==> src/logic/dmi_pkg.sv <==
// DMI bridge common definitions
`default_nettype none

package dmi_pkg;

	localparam int DMI_ADDR_W = 7;
	localparam int DMI_DATA_W = 32;
	localparam int DMI_OP_W   = 2;
	localparam int DMI_REQ_W  = DMI_ADDR_W + DMI_DATA_W + DMI_OP_W;

	typedef logic [DMI_ADDR_W-1:0] dmi_addr_t;
	typedef logic [DMI_DATA_W-1:0] dmi_data_t;
	typedef logic [DMI_OP_W-1:0]   dmi_op_t;
	typedef logic [1:0]            dmi_status_t;
	typedef logic [DMI_REQ_W-1:0]  dmi_req_t;   // {addr, data, op}.
	typedef logic [31:0]           ahb_addr_t;
	typedef logic [1:0]            htrans_t;

	localparam dmi_op_t DMI_OP_NOP   = 2'd0;
	localparam dmi_op_t DMI_OP_READ  = 2'd1;
	localparam dmi_op_t DMI_OP_WRITE = 2'd2;
	localparam dmi_op_t DMI_OP_RSV   = 2'd3;

	localparam dmi_status_t DMI_ST_OK     = 2'd0;
	localparam dmi_status_t DMI_ST_FAILED = 2'd2;

	localparam htrans_t HTRANS_IDLE   = 2'd0;
	localparam htrans_t HTRANS_NONSEQ = 2'd2;

	// transfer controller states.
	typedef enum logic [2:0] {
		IDLE,
		ADDR,
		DATA,
		DRAIN,
		ACK
	} xfer_state_e;

endpackage

`default_nettype wire

==> src/logic/dmi_ctrl_if.sv <==
// Bridge control interface
`timescale 1ns/1ps
`default_nettype none

interface dmi_ctrl_if import dmi_pkg::*; ();

	logic    load;      // capture the request word.
	logic    start;     // address phase on the bus.
	logic    in_data;   // data phase running.
	logic    finish;    // result is final.
	logic    fail;
	logic    timeout;
	dmi_op_t op;        // captured op.

	modport fsm (
		output load, start, in_data, finish, fail,
		input  op, timeout
	);

	modport timer (
		input  start, in_data,
		output timeout
	);

	modport datapath (
		input  load, finish, fail,
		output op
	);

endinterface

`default_nettype wire

==> src/logic/dmi_ahb_if.sv <==
// Internal AHB-lite bus
`timescale 1ns/1ps
`default_nettype none

interface dmi_ahb_if import dmi_pkg::*; ();

	htrans_t   htrans;
	ahb_addr_t haddr;
	logic      hwrite;
	dmi_data_t hwdata;
	logic      hready;
	logic      hresp;
	dmi_data_t hrdata;

	// transfer sequencing side of the master.
	modport master_ctrl (
		output htrans,
		input  hready, hresp
	);

	// address and data side of the master.
	modport master_data (
		output haddr, hwrite, hwdata,
		input  hrdata
	);

	modport target (
		input  htrans, haddr, hwrite, hwdata,
		output hready, hresp, hrdata
	);

endinterface

`default_nettype wire

==> src/logic/dmi_xfer_fsm.sv <==
// DMI transfer controller
`timescale 1ns/1ps
`default_nettype none

module dmi_xfer_fsm import dmi_pkg::*; (
	input  logic           dmi_hclk,
	input  logic           dmi_hresetn,
	input  logic           tap_dmi_req,
	output logic           dmi_tap_ack,
	dmi_ctrl_if.fsm        ctrl,
	dmi_ahb_if.master_ctrl bus
);

	xfer_state_e state;
	xfer_state_e state_nxt;
	logic        bus_op;

	assign bus_op = (ctrl.op == DMI_OP_READ) || (ctrl.op == DMI_OP_WRITE);

	assign ctrl.load    = (state == IDLE) && tap_dmi_req && !dmi_tap_ack;
	assign ctrl.start   = (state == ADDR) && bus_op;
	assign ctrl.in_data = (state == DATA);
	assign bus.htrans   = ctrl.start ? HTRANS_NONSEQ : HTRANS_IDLE;

	always_comb begin
		state_nxt   = state;
		ctrl.finish = 1'b0;
		ctrl.fail   = 1'b0;
		unique case (state)
			IDLE: begin
				if (ctrl.load)
					state_nxt = ADDR;
			end
			ADDR: begin
				if (bus_op) begin
					state_nxt = DATA;
				end else begin
					// nop and reserved op finish here, no bus transfer.
					ctrl.finish = 1'b1;
					ctrl.fail   = (ctrl.op == DMI_OP_RSV);
					state_nxt   = ACK;
				end
			end
			DATA: begin
				if (bus.hready) begin
					ctrl.finish = 1'b1;
					ctrl.fail   = bus.hresp;  // second error cycle.
					state_nxt   = ACK;
				end else if (ctrl.timeout) begin
					state_nxt = DRAIN;
				end
			end
			DRAIN: begin
				// let the target finish, result is failed anyway.
				if (bus.hready) begin
					ctrl.finish = 1'b1;
					ctrl.fail   = 1'b1;
					state_nxt   = ACK;
				end
			end
			ACK: begin
				if (!tap_dmi_req)
					state_nxt = IDLE;
			end
			default: state_nxt = IDLE;
		endcase
	end

	always_ff @(posedge dmi_hclk or negedge dmi_hresetn) begin
		if (!dmi_hresetn) begin
			state       <= IDLE;
			dmi_tap_ack <= 1'b0;
		end else begin
			state       <= state_nxt;
			dmi_tap_ack <= (state_nxt == ACK);  // drops the cycle after req falls.
		end
	end

endmodule

`default_nettype wire

==> src/logic/dmi_wait_timer.sv <==
// Data phase stall timer
`timescale 1ns/1ps
`default_nettype none

module dmi_wait_timer #(
	parameter int dmi_timeout = 8
) (
	input  logic     dmi_hclk,
	input  logic     dmi_hresetn,
	dmi_ctrl_if.timer ctrl,
	input  logic     hready
);

	localparam int cnt_w = (dmi_timeout > 0) ? $clog2(dmi_timeout + 1) : 1;
	localparam logic [cnt_w-1:0] cnt_max = cnt_w'(dmi_timeout);

	logic [cnt_w-1:0] stall_cnt;

	always_ff @(posedge dmi_hclk or negedge dmi_hresetn) begin
		if (!dmi_hresetn) begin
			stall_cnt <= '0;
		end else if (ctrl.start) begin
			stall_cnt <= '0;
		end else if (ctrl.in_data && !hready && (stall_cnt != cnt_max)) begin
			stall_cnt <= stall_cnt + 1'b1;  // saturates at the limit.
		end
	end

	assign ctrl.timeout = (stall_cnt == cnt_max);

endmodule

`default_nettype wire

==> src/logic/dmi_req_regs.sv <==
// DMI request and reply registers
`timescale 1ns/1ps
`default_nettype none

module dmi_req_regs import dmi_pkg::*; (
	input  logic           dmi_hclk,
	input  logic           dmi_hresetn,
	input  dmi_req_t       tap_dmi_data,
	output dmi_data_t      dmi_tap_hrdata,
	output dmi_status_t    dmi_tap_status,
	dmi_ctrl_if.datapath   ctrl,
	dmi_ahb_if.master_data bus
);

	dmi_req_t  req_q;
	dmi_addr_t req_addr;
	dmi_data_t req_data;
	dmi_op_t   req_op;
	logic      rd_done;

	// request word stays put for the whole transfer.
	always_ff @(posedge dmi_hclk) begin
		if (ctrl.load)
			req_q <= tap_dmi_data;
	end

	assign req_addr = req_q[DMI_REQ_W-1 -: DMI_ADDR_W];
	assign req_data = req_q[DMI_OP_W +: DMI_DATA_W];
	assign req_op   = req_q[DMI_OP_W-1:0];

	assign ctrl.op    = req_op;
	assign bus.haddr  = ahb_addr_t'({req_addr, 2'b00});  // word to byte address.
	assign bus.hwrite = (req_op == DMI_OP_WRITE);
	assign bus.hwdata = req_data;

	assign rd_done = ctrl.finish && !ctrl.fail && (req_op == DMI_OP_READ);

	always_ff @(posedge dmi_hclk or negedge dmi_hresetn) begin
		if (!dmi_hresetn) begin
			dmi_tap_status <= DMI_ST_OK;
		end else if (ctrl.finish) begin
			dmi_tap_status <= ctrl.fail ? DMI_ST_FAILED : DMI_ST_OK;
		end
	end

	// failed reads keep the last good value.
	always_ff @(posedge dmi_hclk or negedge dmi_hresetn) begin
		if (!dmi_hresetn) begin
			dmi_tap_hrdata <= '0;
		end else if (rd_done) begin
			dmi_tap_hrdata <= bus.hrdata;
		end
	end

endmodule

`default_nettype wire

==> src/logic/dmi_reg_target.sv <==
// Debug register target
`timescale 1ns/1ps
`default_nettype none

module dmi_reg_target import dmi_pkg::*; #(
	parameter int fast_wait = 1,
	parameter int slow_wait = 12
) (
	input  logic      dmi_hclk,
	input  logic      dmi_hresetn,
	dmi_ahb_if.target bus
);

	localparam int max_wait = (slow_wait > fast_wait) ? slow_wait : fast_wait;
	localparam int wait_w   = (max_wait > 1) ? $clog2(max_wait + 1) : 1;

	dmi_data_t       regs [16];
	dmi_addr_t       word_addr;
	logic            addr_ok;
	logic            busy;
	logic            err;
	logic            write_q;
	logic [3:0]      idx_q;
	logic [wait_w-1:0] wait_cnt;
	logic            done;

	assign word_addr = bus.haddr[2 +: DMI_ADDR_W];
	assign addr_ok   = bus.hready && (bus.htrans == HTRANS_NONSEQ);
	assign done      = busy && (wait_cnt == '0);

	assign bus.hready = !busy || (wait_cnt == '0);
	assign bus.hresp  = busy && err;
	assign bus.hrdata = regs[idx_q];

	always_ff @(posedge dmi_hclk or negedge dmi_hresetn) begin
		if (!dmi_hresetn) begin
			busy     <= 1'b0;
			err      <= 1'b0;
			write_q  <= 1'b0;
			idx_q    <= '0;
			wait_cnt <= '0;
		end else if (addr_ok) begin
			busy    <= 1'b1;
			write_q <= bus.hwrite;
			idx_q   <= word_addr[3:0];  // alias region folds onto the same registers.
			if (word_addr[6]) begin
				err      <= 1'b0;
				wait_cnt <= wait_w'(slow_wait);
			end else if (word_addr[5:4] != 2'b00) begin
				err      <= 1'b1;
				wait_cnt <= wait_w'(1);  // two cycle error response.
			end else begin
				err      <= 1'b0;
				wait_cnt <= wait_w'(fast_wait);
			end
		end else if (done) begin
			busy <= 1'b0;
			err  <= 1'b0;
		end else if (busy) begin
			wait_cnt <= wait_cnt - 1'b1;
		end
	end

	always_ff @(posedge dmi_hclk or negedge dmi_hresetn) begin
		if (!dmi_hresetn) begin
			for (int i = 0; i < 16; i++)
				regs[i] <= '0;
		end else if (done && write_q && !err) begin
			regs[idx_q] <= bus.hwdata;
		end
	end

endmodule

`default_nettype wire

==> src/logic/dmi_subsys.sv <==
// DMI bridge subsystem
`timescale 1ns/1ps
`default_nettype none

module dmi_subsys import dmi_pkg::*; #(
	parameter int dmi_timeout = 8,
	parameter int fast_wait   = 1,
	parameter int slow_wait   = 12
) (
	input  logic        dmi_hclk,
	input  logic        dmi_hresetn,
	input  logic        tap_dmi_req,
	input  dmi_req_t    tap_dmi_data,
	output logic        dmi_tap_ack,
	output dmi_data_t   dmi_tap_hrdata,
	output dmi_status_t dmi_tap_status
);

	dmi_ctrl_if ctrl_if ();
	dmi_ahb_if  ahb_if ();

	dmi_xfer_fsm dmi_xfer_fsm_inst (
		.dmi_hclk    (dmi_hclk),
		.dmi_hresetn (dmi_hresetn),
		.tap_dmi_req (tap_dmi_req),
		.dmi_tap_ack (dmi_tap_ack),
		.ctrl        (ctrl_if.fsm),
		.bus         (ahb_if.master_ctrl)
	);

	dmi_wait_timer #(
		.dmi_timeout (dmi_timeout)
	) dmi_wait_timer_inst (
		.dmi_hclk    (dmi_hclk),
		.dmi_hresetn (dmi_hresetn),
		.ctrl        (ctrl_if.timer),
		.hready      (ahb_if.hready)
	);

	dmi_req_regs dmi_req_regs_inst (
		.dmi_hclk       (dmi_hclk),
		.dmi_hresetn    (dmi_hresetn),
		.tap_dmi_data   (tap_dmi_data),
		.dmi_tap_hrdata (dmi_tap_hrdata),
		.dmi_tap_status (dmi_tap_status),
		.ctrl           (ctrl_if.datapath),
		.bus            (ahb_if.master_data)
	);

	dmi_reg_target #(
		.fast_wait (fast_wait),
		.slow_wait (slow_wait)
	) dmi_reg_target_inst (
		.dmi_hclk    (dmi_hclk),
		.dmi_hresetn (dmi_hresetn),
		.bus         (ahb_if.target)
	);

endmodule

`default_nettype wire

==> config.mk <==
export PLATFORM = sky130hd
export DESIGN_NAME = dmi_subsys
export DESIGN_NICKNAME = d
export VERILOG_FILES = /design/src/logic/dmi_pkg.sv /design/src/logic/dmi_ctrl_if.sv /design/src/logic/dmi_ahb_if.sv /design/src/logic/dmi_xfer_fsm.sv /design/src/logic/dmi_wait_timer.sv /design/src/logic/dmi_req_regs.sv /design/src/logic/dmi_reg_target.sv /design/src/logic/dmi_subsys.sv
export SDC_FILE = /design/constraint.sdc
export NUM_CORES = 1
export LEC_CHECK = 0
export ABC_CLOCK_PERIOD_IN_PS = 10100
export BUFFER_PORTS_ARGS = -buffer_cell sky130_fd_sc_hd__buf_2
export CORE_ASPECT_RATIO = 0.8
export CORE_MARGIN = 3
export CORE_UTILIZATION = 60
export DETAILED_ROUTE_END_ITERATION = 16
export HOLD_SLACK_MARGIN = 0.02
export PLACE_DENSITY = 0.74
export SKIP_CTS_REPAIR_TIMING = 1
export SLEW_MARGIN = 15
export SYNTH_ARGS = -nofsm -noshare
export SYNTH_HDL_FRONTEND = slang
export SYNTH_SLANG_ARGS = --single-unit
==> constraint.sdc <==
create_clock -name dmi_hclk -period 10.1 [get_ports dmi_hclk]
set_input_delay 1.515 -clock dmi_hclk [delete_from_list [all_inputs] [get_ports dmi_hclk]]
set_output_delay 1.515 -clock dmi_hclk [all_outputs]
set_load 0.005 [all_outputs]
After elaboration in Yosys (flattened, before gate mapping)
Cells that the tools add are included.

word-level totals
  register bits = 606
  bits of input ports = 44
  output and inout port bits = 35

cells by class
  add/sub/neg operators = 2
  order comparisons = 2
  eq/ne operators = 12
  multiplexer cells = 32
  bitwise gates (word level) = 1
  reduce and logical (&&, ||, !) cells = 28

operators by type and width
  cell                 number
  $bwmux 512           1
  $bmux 32 s4          1
  $demux 32 s4         1
  $mux 32              3
  $mux 4               6
  $mux 3               6
  $pmux 3 s5           1
  $logic_and 1x1->1    13
  $mux 1               9
  $reduce_bool 2->1    4
  $eq 2x2->1 const B   3
  $eq 3x2->1 const B   2
  $eq 3x3->1 const B   2
  $ge 5x5->1 const B   1
  $logic_not 1->1      5
  $lt 5x1->1 const B   1
  $not 4->5            1
  $add 4x1->4 const B  1
  $eq 4x4->1 const B   1
  $logic_not 4->1      1
  $mux 2               2
  $ne 4x4->1 const B   1
  $sub 4x1->4 const B  1
  $eq 3x1->1 const B   1
  other kinds (8)      9

Longest topological paths before layout
Gate-level depths: netlist (run 1).

  depth after elaboration = 8
  gate-level depth with buffers = 8
  depth with buffers taken out = 6

By module
From an unflattened synthesis (run 1), not the netlist that was laid out.

unflattened totals
  cell total of the unflattened synthesis = 1645
  area total of the unflattened synthesis = 26908.3 µm²

by module, submodules not included
  module          instances  cells an instance  area an instance (µm²)
  dmi_reg_target  1          1451               23547.6
  dmi_req_regs    1          140                2830.2
  dmi_xfer_fsm    1          29                 290.3
  dmi_wait_timer  1          25                 240.2

Least setup slack after synthesis (run 1)
No wires, ideal clock.

  kind = input -> register
  start point = input tap_dmi_req
  end point = register dmi_req_regs_inst.req_q[0], enable pin
  library setup time = 0.544 ns
  data arrival time = 5.502 ns
  required time = 9.556 ns
  slack = 4.054 ns
  stages = 2
  cells stage by stage = nand2_1 nor4_1

on the way
  cells in the longest elaborated chain, start to end = 2

ends and longest elaborated chain
  item                            RTL line            source
  from (decl)                     dmi_subsys.sv:12    input logic tap_dmi_req,
  $logic_and 1x1->1 (2 in a row)  dmi_xfer_fsm.sv:20  assign ctrl.load = (state == IDLE) && tap_dmi_req && !dmi_tap_ack;
  via ctrl_if.load                dmi_ctrl_if.sv:7    logic load;
  to (signal assigned)            dmi_req_regs.sv:24  req_q <= tap_dmi_data;
  to (decl)                       dmi_req_regs.sv:15  dmi_req_t req_q;

The timed path passes the listed nets, and every way through them passes these cells.
A chain may end at the register's enable or synchronous reset.

Worst setup path in the final report (run 1)
  start point = register dmi_reg_target_inst.idx_q[1]
  end point = register dmi_reg_target_inst.regs[32] (netlist bit)

on the way
  cells in the longest elaborated chain, start to end = 6
  elaborated cells on any way between the ends = 7
  those cells by class = order compare (2); mux (3); bitwise (1); reduce/logical (1)

ends and longest elaborated chain
  item                                                                   RTL line              source
  from (decl)                                                            dmi_reg_target.sv:23  logic [3:0] idx_q;
  from (signal assigned)                                                 dmi_reg_target.sv:45  idx_q <= word_addr[3:0];
  $not 4->5 (not written as such) (*)                                    dmi_reg_target.sv:69  regs[idx_q] <= bus.hwdata;
  $ge 5x5->1 (not written as such) / $lt 5x1->1 (equally long branches)  dmi_reg_target.sv:69
  $logic_and 1x1->1 (not written as such)                                dmi_reg_target.sv:69
  $mux 32 (not written as such)                                          dmi_reg_target.sv:69
  $demux 32 s4 (*)                                                       dmi_reg_target.sv:69
  $bwmux 512 (*)                                                         dmi_reg_target.sv:69
  to (signal, indexed assignment)                                        dmi_reg_target.sv:69
  to (decl)                                                              dmi_reg_target.sv:17  dmi_data_t regs [16];

Every way passes the cells marked *; elsewhere a longest branch is shown, timed or not.

==> flow_metrics.py, run 1 <==
metrics = {
    "run_status": {
        "outcome": "finished, final reports clean",
    },
    "min_path": {
        "hold_end": "dmi_reg_target_inst.idx_q[0]$_DFFE_PN0P_",
        "holdPathStages": 1,
        "hold_path_class": "reg -> reg",
        "hp-start": "dmi_req_regs_inst.req_q[34]$_DFFE_PP_",
    },
    "timing": {
        "post-route-period-util_pct": 35.0,
        "period_needed_ps": 3540,
        "slew_violations": 0,
        "max_freq_mhz": 283,
        "tns_ps": 0,
        "max_slew_margin_pct": 19.5,
        "grt_setup_unrepaired": "false",
        "tightest_slew_ps": 1210,
        "timing.final.hold_violations": 0,
        "setup-violations-final": 0,
        "finalClockSkew_ps": 25.8,
    },
    "worst_setup_path": {
        "rrSetupSlack_ps": 6560,
        "path_max_fanout": 63,
        "crit_chain": "nand2b_1, nor3_4, buf_4, mux2_2",
        "cp_slowest_cell": "dfrtp_4",
        "r2r-start": "dmi_reg_target_inst.idx_q[1]$_DFFE_PN0P_",
        "critPathArrivalTime_ps": 4010,
        "r2r_end": "dmi_reg_target_inst.regs[32]$_DFFE_PN0P_",
        "critical_path.endpoint_type": "flop",
        "required_ps": 10570,
        "path_delay_family": "simple AND/OR/NAND/NOR gates",
        "worstSetupStartpointType": "flop",
        "max_stage_delay_ps": 1110,
        "path_buf_inv": 1,
        "r2r_cells": 4,
        "path_class": "reg -> reg",
    },
    "synthesis": {
        "synth_area_leaders": "dfrtp_1 (53%), mux2_2 (21%), mux4_2 (11%), edfxtp_1 (4.7%), mux2_1 (2.6%)",
        "synthXorXnorAreaFrac_pct": 0.0332,
        "synth_top_area_share_pct": 53.4,
        "synth.avg_cell_area_sq_um": 16.3,
        "synthFlopType": "dfrtp_1",
        "syn-num-nets": 1675,
        "synth_compound_area_share_pct": 2.58,
        "ys_ff_latch": 605,
        "synth_top_area_cell": "dfrtp_1",
        "synthAdderAreaFrac_pct": 0.284,
        "ys_warn_count": 0,
        "synth_area_sq_um": 26400,
        "yosysSeqAreaShare_pct": 58.1,
        "synthArstFlopShare_pct": 93.2,
        "yosys.area_share.simple_pct": 2.17,
        "synth_cells": 1625,
        "synth_top_family_by_area": "multiplexers",
        "yosysUniqueCellTypes": 48,
        "synth_edf_count": 41,
        "synth_mux_area_share_pct": 34.4,
    },
    "die": {
        "pin_count": 79,
        "placementRows": 68,
        "die_w_microns": 241,
        "die_h_microns": 194,
        "coreArea_sq_um": 43300,
        "die-area_sq_um": 46600,
        "start_util_pct": 61.0,
    },
    "route": {
        "drc_errors": 0,
        "dr.pass1.iters": 5,
        "ant_nets": 0,
        "drtIter0Drc": 968,
        "vias_per_cell": 6.35,
        "wire_per_inst_microns": 26.1,
        "wirelength_microns": 59000,
        "via_count": 14400,
    },
    "clocking": {
        "h-tree-depth": 2,
        "clock-sinks": 605,
        "cts_inserted_buffers": 57,
        "clk_latency_ps": 610,
        "cts_root_buffer": "clkbuf_16",
        "clockBufferDepth": 3,
        "cts_tree": "built",
        "clk_pin_slew_ps": 60,
    },
    "final_layout": {
        "antenna_cells": 0,
        "design_area_sq_um": 29200,
        "layout.nets": 1704,
        "layout-drive-gt1-share_pct": 49.5,
        "fillers": 2984,
        "area_growth_pct": 10.6,
    },
    "placed_design": {
        "dpl_cell_area_sq_um": 27300,
        "io_buffers": 77,
        "gp_congestion": 0.731,
        "hpwl_microns": 31200,
    },
    "global_routing": {
        "grt_use_met1_pct": 37.9,
        "antenna_found_initial": 0,
        "grt_max_degree": 185,
        "grt_pass1_wl_microns": 93000,
        "grt.total_usage_pct": 26.4,
        "grt_overflow": 0,
        "grt.busiest_layer": "met2",
        "use_met2_pct": 42.3,
        "grt.met3_usage_pct": 4.45,
        "grt_pass1_vias": 15500,
    },
    "power_and_ir_drop": {
        "peakVddDrop_v": 0.000234,
        "powerDensity_nw_per_um2": 236,
        "power_leakage_nw": 14.2,
    },
    "job": {
        "cap_viol_max_count": 0,
    },
}
registers in the layout (all words and copies together), names as in the netlist:
name / flops
dmi_xfer_fsm_inst.dmi_tap_ack: 1
dmi_req_regs_inst.req_q: 41
dmi_reg_target_inst.err: 1
dmi_req_regs_inst.dmi_tap_hrdata: 32
dmi_wait_timer_inst.stall_cnt: 4
dmi_reg_target_inst.idx_q: 4
dmi_reg_target_inst.regs: 512
dmi_reg_target_inst.busy: 1
dmi_reg_target_inst.write_q: 1
dmi_reg_target_inst.wait_cnt: 4
dmi_req_regs_inst.dmi_tap_status: 1
dmi_xfer_fsm_inst.state: 3
report_power, final:
group / internal [mW] / switching [mW] / leakage (nW) / total, mW
Clock: 1.27 / 0.903 / 0.954 / 2.17
Sequential: 2.87 / 0.433 / 8.21 / 3.30
Combinational: 0.706 / 0.725 / 5.00 / 1.43
per-layer routing:
layer	up-vias	routed length [microns]	part of all wire (%)
met3	102	3100	5.3
met1	7761	26000	44
li1	6141	-	-
met2	350	28600	48
met4	0	1340	2.3
met5	-	0	0
worst register-to-register path, cell delays in order, from the launching register on:
cell and delay, ps:
dfrtp_4 1110, nand2b_1 500, nor3_4 840, buf_4 560, mux2_2 410
layout make-up:
cell class / instances / area (sq um) / share of cell area (%)
clock inverters: 19 / 199 / 0.681
multi-input cells: 873 / 10600 / 36.2
clock buffers: 87 / 1710 / 5.86
repair buffers: 107 / 658 / 2.25
flip-flops and latches: 605 / 15400 / 52.5
inverters: 10 / 37.5 / 0.128
well taps: 560 / 701 / 2.40
metrics by stage:
step	power, mW	setup WS, ps	hold WS [ps]	instances	util (%)
after global routing	7.23	6400	487	2261	67.5
final	6.90	6560	478	2261	67.5
after CTS	6.96	6550	480	2261	67.5
after detailed placement	4.78	6320	464	2155	63.1
after global placement	4.72	6380	462	2155	63.1
after floorplan	4.25	4050	453	1625	-
synth_stat cells, drive strengths merged (2+ instances only):
cell type / instances
edfxtp: 41
clkbuf: 70
nand3: 5
o31ai: 2
nor4: 8
a21o: 3
buf: 67
ha: 6
nor2b: 5
mux2: 549
nor4b: 2
a22oi: 65
a21oi: 5
inv: 10
dfrtp: 564
nor2: 6
mux4: 128
nor3: 10
nand2: 44
a31oi: 2
o21ai: 10
nand2b: 4
layout by cell type, fill, tap and decap left out, drive strengths merged, types with 6 or more instances in the layout:
cell type and instances:
edfxtp 41, mux2 549, mux4 128, clkinv 14
clkbuf 87, o21ai 10, inv 11, nor3 10
nor4 8, nor2 6, ha 6, a22oi 65
dfrtp 564, buf 107, nand2 44
logic make-up after synthesis:
| kind of cell | count (synthesis) |
|---|---|
| xor+xnor | 1 |
| other cells | 1 |
| fa+ha+maj | 6 |
| buf+inv | 147 |
| simple gates | 93 |
| mux | 678 |
| compound gates | 94 |
| flops | 605 |
worst max-delay path by stage:
| stage | start | depth (start not counted) | slack [ps] | end |
|---|---|---|---|---|
| global route | dmi_reg_target_inst.idx_q[1]$_DFFE_PN0P_ | 4 | 6400 | dmi_reg_target_inst.regs[35]$_DFFE_PN0P_ |
| detailed placement | dmi_hresetn | 3 | 6320 | dmi_reg_target_inst.regs[101]$_DFFE_PN0P_ |
| finish | dmi_reg_target_inst.idx_q[1]$_DFFE_PN0P_ | 4 | 6560 | dmi_reg_target_inst.regs[32]$_DFFE_PN0P_ |
| global placement | dmi_hresetn | 3 | 6380 | dmi_reg_target_inst.regs[197]$_DFFE_PN0P_ |
| CTS | dmi_reg_target_inst.idx_q[1]$_DFFE_PN0P_ | 4 | 6550 | dmi_reg_target_inst.regs[32]$_DFFE_PN0P_ |
| floorplan | tap_dmi_req | 2 | 4050 | dmi_req_regs_inst.req_q[0]$_DFFE_PP_ |
Power figures use the tool's default switching activity.
==> inputs of run 2 (changes only) <==
Settings changed: ABC_CLOCK_PERIOD_IN_PS 10100 to 3500.
Clock period 10.1 ns to 3.5 ns, I/O delays scaled along.
==> flow_metrics.py, run 2 (synthesis results as in run 1) <==
metrics = {
    "timing": {
        "post-route-period-util_pct": 79.3,
        "grt_setup_unrepaired": "false",
        "max_freq_mhz": 360,
        "finalClockSkew_ps": 19.1,
        "tightest_slew_ps": 1020,
        "max_slew_margin_pct": 32.1,
        "period_needed_ps": 2780,
        "tns_ps": 0,
        "timing.final.hold_violations": 0,
        "setup-violations-final": 0,
        "slew_violations": 0,
    },
    "route": {
        "via_count": 14700,
        "wirelength_microns": 61000,
        "ant_nets": 0,
        "dr.pass1.iters": 5,
        "vias_per_cell": 6.41,
        "drtIter0Drc": 1002,
        "drc_errors": 0,
        "wire_per_inst_microns": 26.5,
    },
    "clocking": {
        "cts_tree": "built",
        "clk_pin_slew_ps": 60,
        "clock-sinks": 605,
        "h-tree-depth": 2,
        "cts_inserted_buffers": 58,
        "clockBufferDepth": 3,
        "clk_latency_ps": 620,
        "cts_root_buffer": "clkbuf_16",
    },
    "die": {
        "coreArea_sq_um": 43300,
        "die_h_microns": 194,
        "die_w_microns": 241,
        "die-area_sq_um": 46600,
        "placementRows": 68,
        "start_util_pct": 61.0,
        "pin_count": 79,
    },
    "worst_setup_path": {
        "crit_start": "dmi_reg_target_inst.wait_cnt[0]$_DFFE_PN0P_",
        "worstSetupStartpointType": "flop",
        "cp_slowest_cell": "a2111oi_2",
        "crit_chain": "inv_1, ha_1, or3b_1, a2111oi_2, o21ai_4, buf_12, mux2_1",
        "required_ps": 3980,
        "critical_path.endpoint_type": "flop",
        "critPathArrivalTime_ps": 3260,
        "r2r-start": "dmi_reg_target_inst.wait_cnt[0]$_DFFE_PN0P_",
        "path_class": "reg -> reg",
        "path_max_fanout": 23,
        "max_stage_delay_ps": 530,
    },
    "final_layout": {
        "utilization_pct": 68.5,
        "final_common_cell": "dfrtp_1",
        "regMostFlops": "dmi_reg_target_inst.regs",
        "area_growth_pct": 12.3,
        "antenna_cells": 0,
        "fillers": 2862,
        "layout_common_cells": "dfrtp_1 (562), mux2_2 (487), mux4_2 (128)",
        "layout.nets": 1744,
        "finalNonFillerCells": 2300,
        "top_regs": "dmi_reg_target_inst.regs: 512 flops, dmi_req_regs_inst.req_q: 41 flops, dmi_req_regs_inst.dmi_tap_hrdata: 32 flops",
        "layout-drive-gt1-share_pct": 50.0,
        "largest_register_ffs": 512,
    },
    "placed_design": {
        "dp.cells": 2193,
        "gp_congestion": 0.778,
        "io_buffers": 77,
        "hpwl_microns": 35900,
    },
    "global_routing": {
        "grt_overflow": 0,
        "grt_pass1_vias": 16000,
        "antenna_found_initial": 0,
        "grt_pass1_wl_microns": 95800,
        "grt_max_degree": 87,
        "grt.total_usage_pct": 27.1,
    },
    "power_and_ir_drop": {
        "powerDensity_nw_per_um2": 674,
        "peakVddDrop_v": 0.000728,
        "power_leakage_nw": 14.4,
        "finalPower_mw": 20.0,
    },
    "min_path": {
        "hold_path_class": "in -> reg",
        "hp-start": "tap_dmi_data[16]",
    },
    "run_status": {
        "outcome": "finished, final reports clean",
    },
    "job": {
        "cap_viol_max_count": 0,
    },
}
## run 2: critical path: cells and delay by family, from the launching register on
kind	cells	cell delay, ps
compound gates	2	810
flops	1	390
simple gates	1	510
fa+ha+maj	1	210
mux	1	330
buf+inv	2	380
## run 2: layout make-up
| type | instances | area (sq um) | area share, % |
|---|---|---|---|
| inverter | 10 | 37.5 | 0.127 |
| timing repair buffer | 146 | 1150 | 3.89 |
| clock buffer | 92 | 1730 | 5.84 |
| tap | 560 | 701 | 2.36 |
| multi-input combinational | 873 | 10600 | 35.7 |
| clock inverter | 14 | 101 | 0.342 |
| sequential | 605 | 15400 | 51.8 |
## run 2: power by group
group | leakage, nW | internal (mW) | switching [mW]
sequential | 8.21 | 8.27 | 1.12
clock | 0.897 | 3.45 | 2.64
combinational | 5.27 | 2.20 | 2.32
total | 14.4 | 13.9 | 6.07
## run 2: worst paths after layout
check,to,slack (ps),cells past startpoint
worst max-delay path,dmi_req_regs_inst.dmi_tap_hrdata[15]$_DFFE_PN0P_,720,7
worst min-delay path,dmi_req_regs_inst.req_q[16]$_DFFE_PP_,80,1
worst max register to register,dmi_req_regs_inst.dmi_tap_hrdata[15]$_DFFE_PN0P_,720,7
worst min register to register,dmi_reg_target_inst.idx_q[0]$_DFFE_PN0P_,480,1
max in group asynchronous,dmi_reg_target_inst.regs[25]$_DFFE_PN0P_,1900,4
min in group asynchronous,dmi_reg_target_inst.regs[106]$_DFFE_PN0P_,510,2
## run 2: per-layer routing
metal / up-vias / GRT usage (%) / wire [microns]
met3: 85 / 4.20 / 3050
met4: 2 / 6.81 / 1190
met1: 8047 / 39.9 / 27200
met2: 355 / 43.1 / 29500
li1: 6246 / - / -
met5: - / 0.731 / 51
## run 2: through the flow
| step | hold slack (ps) | setup WS (ps) | area (sq um) |
|---|---|---|---|
| final | 84.4 | 725 | 29700 |
| after global routing | 60.5 | 591 | 29700 |
| after CTS | -32.0 | 729 | 29600 |
| after detailed placement | 469 | 753 | 27800 |
| after global placement | 462 | 820 | 27800 |
| after floorplan | 229 | 139 | 26400 |
==> inputs of run 3 (changes only) <==
Settings changed: ABC_CLOCK_PERIOD_IN_PS 3500 to 2400, CORE_UTILIZATION 60 to 56, PLACE_DENSITY 0.74 to 0.73.
Clock period 3.5 ns to 2.4 ns, I/O delays scaled along.
==> flow_metrics.py, run 3 (synthesis results as in run 1) <==
metrics = {
    "run_status": {
        "outcome": "finished with violations",
        "violations": "setup timing",
    },
    "power_and_ir_drop": {
        "peakVddDrop_v": 0.000797,
        "finalPower_mw": 29.8,
        "powerDensity_nw_per_um2": 959,
        "power_leakage_nw": 14.9,
    },
    "min_path": {
        "hp-start": "tap_dmi_req",
        "holdPathStages": 3,
        "hold_end": "dmi_xfer_fsm_inst.state[2]$_DFF_PN0_",
        "hold_path_class": "in -> reg",
    },
    "die": {
        "placementRows": 70,
        "coreArea_sq_um": 46200,
        "die_w_microns": 249,
        "start_util_pct": 57.2,
        "die-area_sq_um": 49800,
        "pin_count": 79,
        "die_h_microns": 200,
    },
    "final_layout": {
        "fillers": 3102,
        "final_common_cell": "dfrtp_1",
        "antenna_cells": 0,
        "layout-drive-gt1-share_pct": 50.7,
        "area_growth_pct": 17.6,
        "largest_register_ffs": 512,
        "regMostFlops": "dmi_reg_target_inst.regs",
        "layout_common_cells": "dfrtp_1 (562), mux2_2 (455), mux4_2 (128)",
        "top_regs": "dmi_reg_target_inst.regs: 512 flops, dmi_req_regs_inst.req_q: 41 flops, dmi_req_regs_inst.dmi_tap_hrdata: 32 flops",
        "layout.nets": 1829,
    },
    "worst_setup_path": {
        "critPathArrivalTime_ps": 2920,
        "path_max_fanout": 12,
        "r2r_end": "dmi_reg_target_inst.regs[486]$_DFFE_PN0P_",
        "rrSetupSlack_ps": -40,
        "critical_path.endpoint_type": "flop",
        "r2r_cells": 9,
        "required_ps": 2890,
        "r2r-start": "dmi_reg_target_inst.wait_cnt[0]$_DFFE_PN0P_",
        "path_class": "reg -> reg",
        "worstSetupStartpointType": "flop",
    },
    "global_routing": {
        "grt_max_degree": 83,
        "grt_pass1_vias": 15700,
        "grt.total_usage_pct": 24.5,
        "grt_pass1_wl_microns": 94900,
        "antenna_found_initial": 0,
        "grt_overflow": 0,
    },
    "timing": {
        "max_freq_mhz": 411,
        "period_needed_ps": 2440,
        "tightest_slew_ps": 1190,
        "slew_violations": 0,
        "grt_setup_unrepaired": "true",
        "worst_slack_ps": -35.1,
        "post-route-period-util_pct": 101,
        "timing.final.hold_violations": 0,
        "setup-violations-final": 53,
        "max_slew_margin_pct": 20.6,
        "finalClockSkew_ps": 18.8,
        "tns_ps": -668,
    },
    "route": {
        "dr.pass1.iters": 5,
        "drc_errors": 0,
        "wirelength_microns": 63000,
        "vias_per_cell": 6.18,
        "via_count": 15100,
        "drtIter0Drc": 1057,
        "wire_per_inst_microns": 25.9,
        "ant_nets": 0,
    },
    "placed_design": {
        "io_buffers": 77,
        "hpwl_microns": 36000,
        "gp_congestion": 0.778,
    },
    "clocking": {
        "clk_latency_ps": 620,
        "cts_root_buffer": "clkbuf_16",
        "h-tree-depth": 2,
        "cts_tree": "built",
        "cts_inserted_buffers": 59,
        "clk_pin_slew_ps": 60,
        "clockBufferDepth": 3,
        "clock-sinks": 605,
    },
    "job": {
        "cap_viol_max_count": 0,
    },
}
[run 3: worst max path at each step]
stage          slack (ps)                                         from                                   endpoint  depth (start not counted)
6_report              -40  dmi_reg_target_inst.wait_cnt[0]$_DFFE_PN0P_  dmi_reg_target_inst.regs[486]$_DFFE_PN0P_                          9
5_1_grt              -120  dmi_reg_target_inst.wait_cnt[0]$_DFFE_PN0P_  dmi_reg_target_inst.regs[357]$_DFFE_PN0P_                          9
4_1_cts               -70  dmi_reg_target_inst.wait_cnt[0]$_DFFE_PN0P_  dmi_reg_target_inst.regs[238]$_DFFE_PN0P_                          8
3_5_place_dp          -60  dmi_reg_target_inst.wait_cnt[0]$_DFFE_PN0P_  dmi_reg_target_inst.regs[238]$_DFFE_PN0P_                          8
3_3_place_gp           40  dmi_reg_target_inst.wait_cnt[0]$_DFFE_PN0P_  dmi_reg_target_inst.regs[444]$_DFFE_PN0P_                          8
2_1_floorplan           7         dmi_xfer_fsm_inst.state[1]$_DFF_PN0_       dmi_req_regs_inst.req_q[0]$_DFFE_PP_                          2
[run 3: stage by stage]
step	worst slack [ps]	utilization, %	hold WS [ps]	instance area (sq um)	cells
6_report	-35.1	67.3	75.8	31100	2437
2_1_floorplan	7.45	-	64.4	26400	1625
3_5_place_dp	-55.8	61.0	314	28100	2261
4_1_cts	-68.2	65.0	-340	30000	2368
3_3_place_gp	36.4	61.0	307	28100	2261
5_1_grt	-122	67.3	129	31100	2437
[run 3: power by group]
part	total [mW]	leakage (nW)	internal [mW]	switching [mW]
Sequential	13.5	8.21	12.1	1.48
Combinational	7.27	5.81	3.60	3.67
Clock	8.99	0.903	5.11	3.88
[run 3: final cells by class]
type,count,area [sq um],share of cell area (%)
clock inverter,12,92.6,0.298
timing repair buffer,230,2280,7.35
sequential,605,15400,49.4
clock buffer,95,1760,5.68
tap,612,766,2.46
multi-input combinational,873,10800,34.7
inverter,10,37.5,0.121
[run 3: critical path, stage by stage (launching register included)]
cell      delay, ps
dfrtp_1         410
inv_2           100
ha_4            140
nor3b_4         240
nand4b_4        190
buf_12          200
nor4b_4         280
buf_6           190
buf_12          190
mux2_1          330
[run 3: layer usage]
layer	routed length (microns)	vias up	GRT usage, %
met2	29700	428	37.9
met3	3510	85	3.86
met5	0	-	0
li1	-	6389	-
met1	28400	8167	36.9
met4	1400	0	6.40
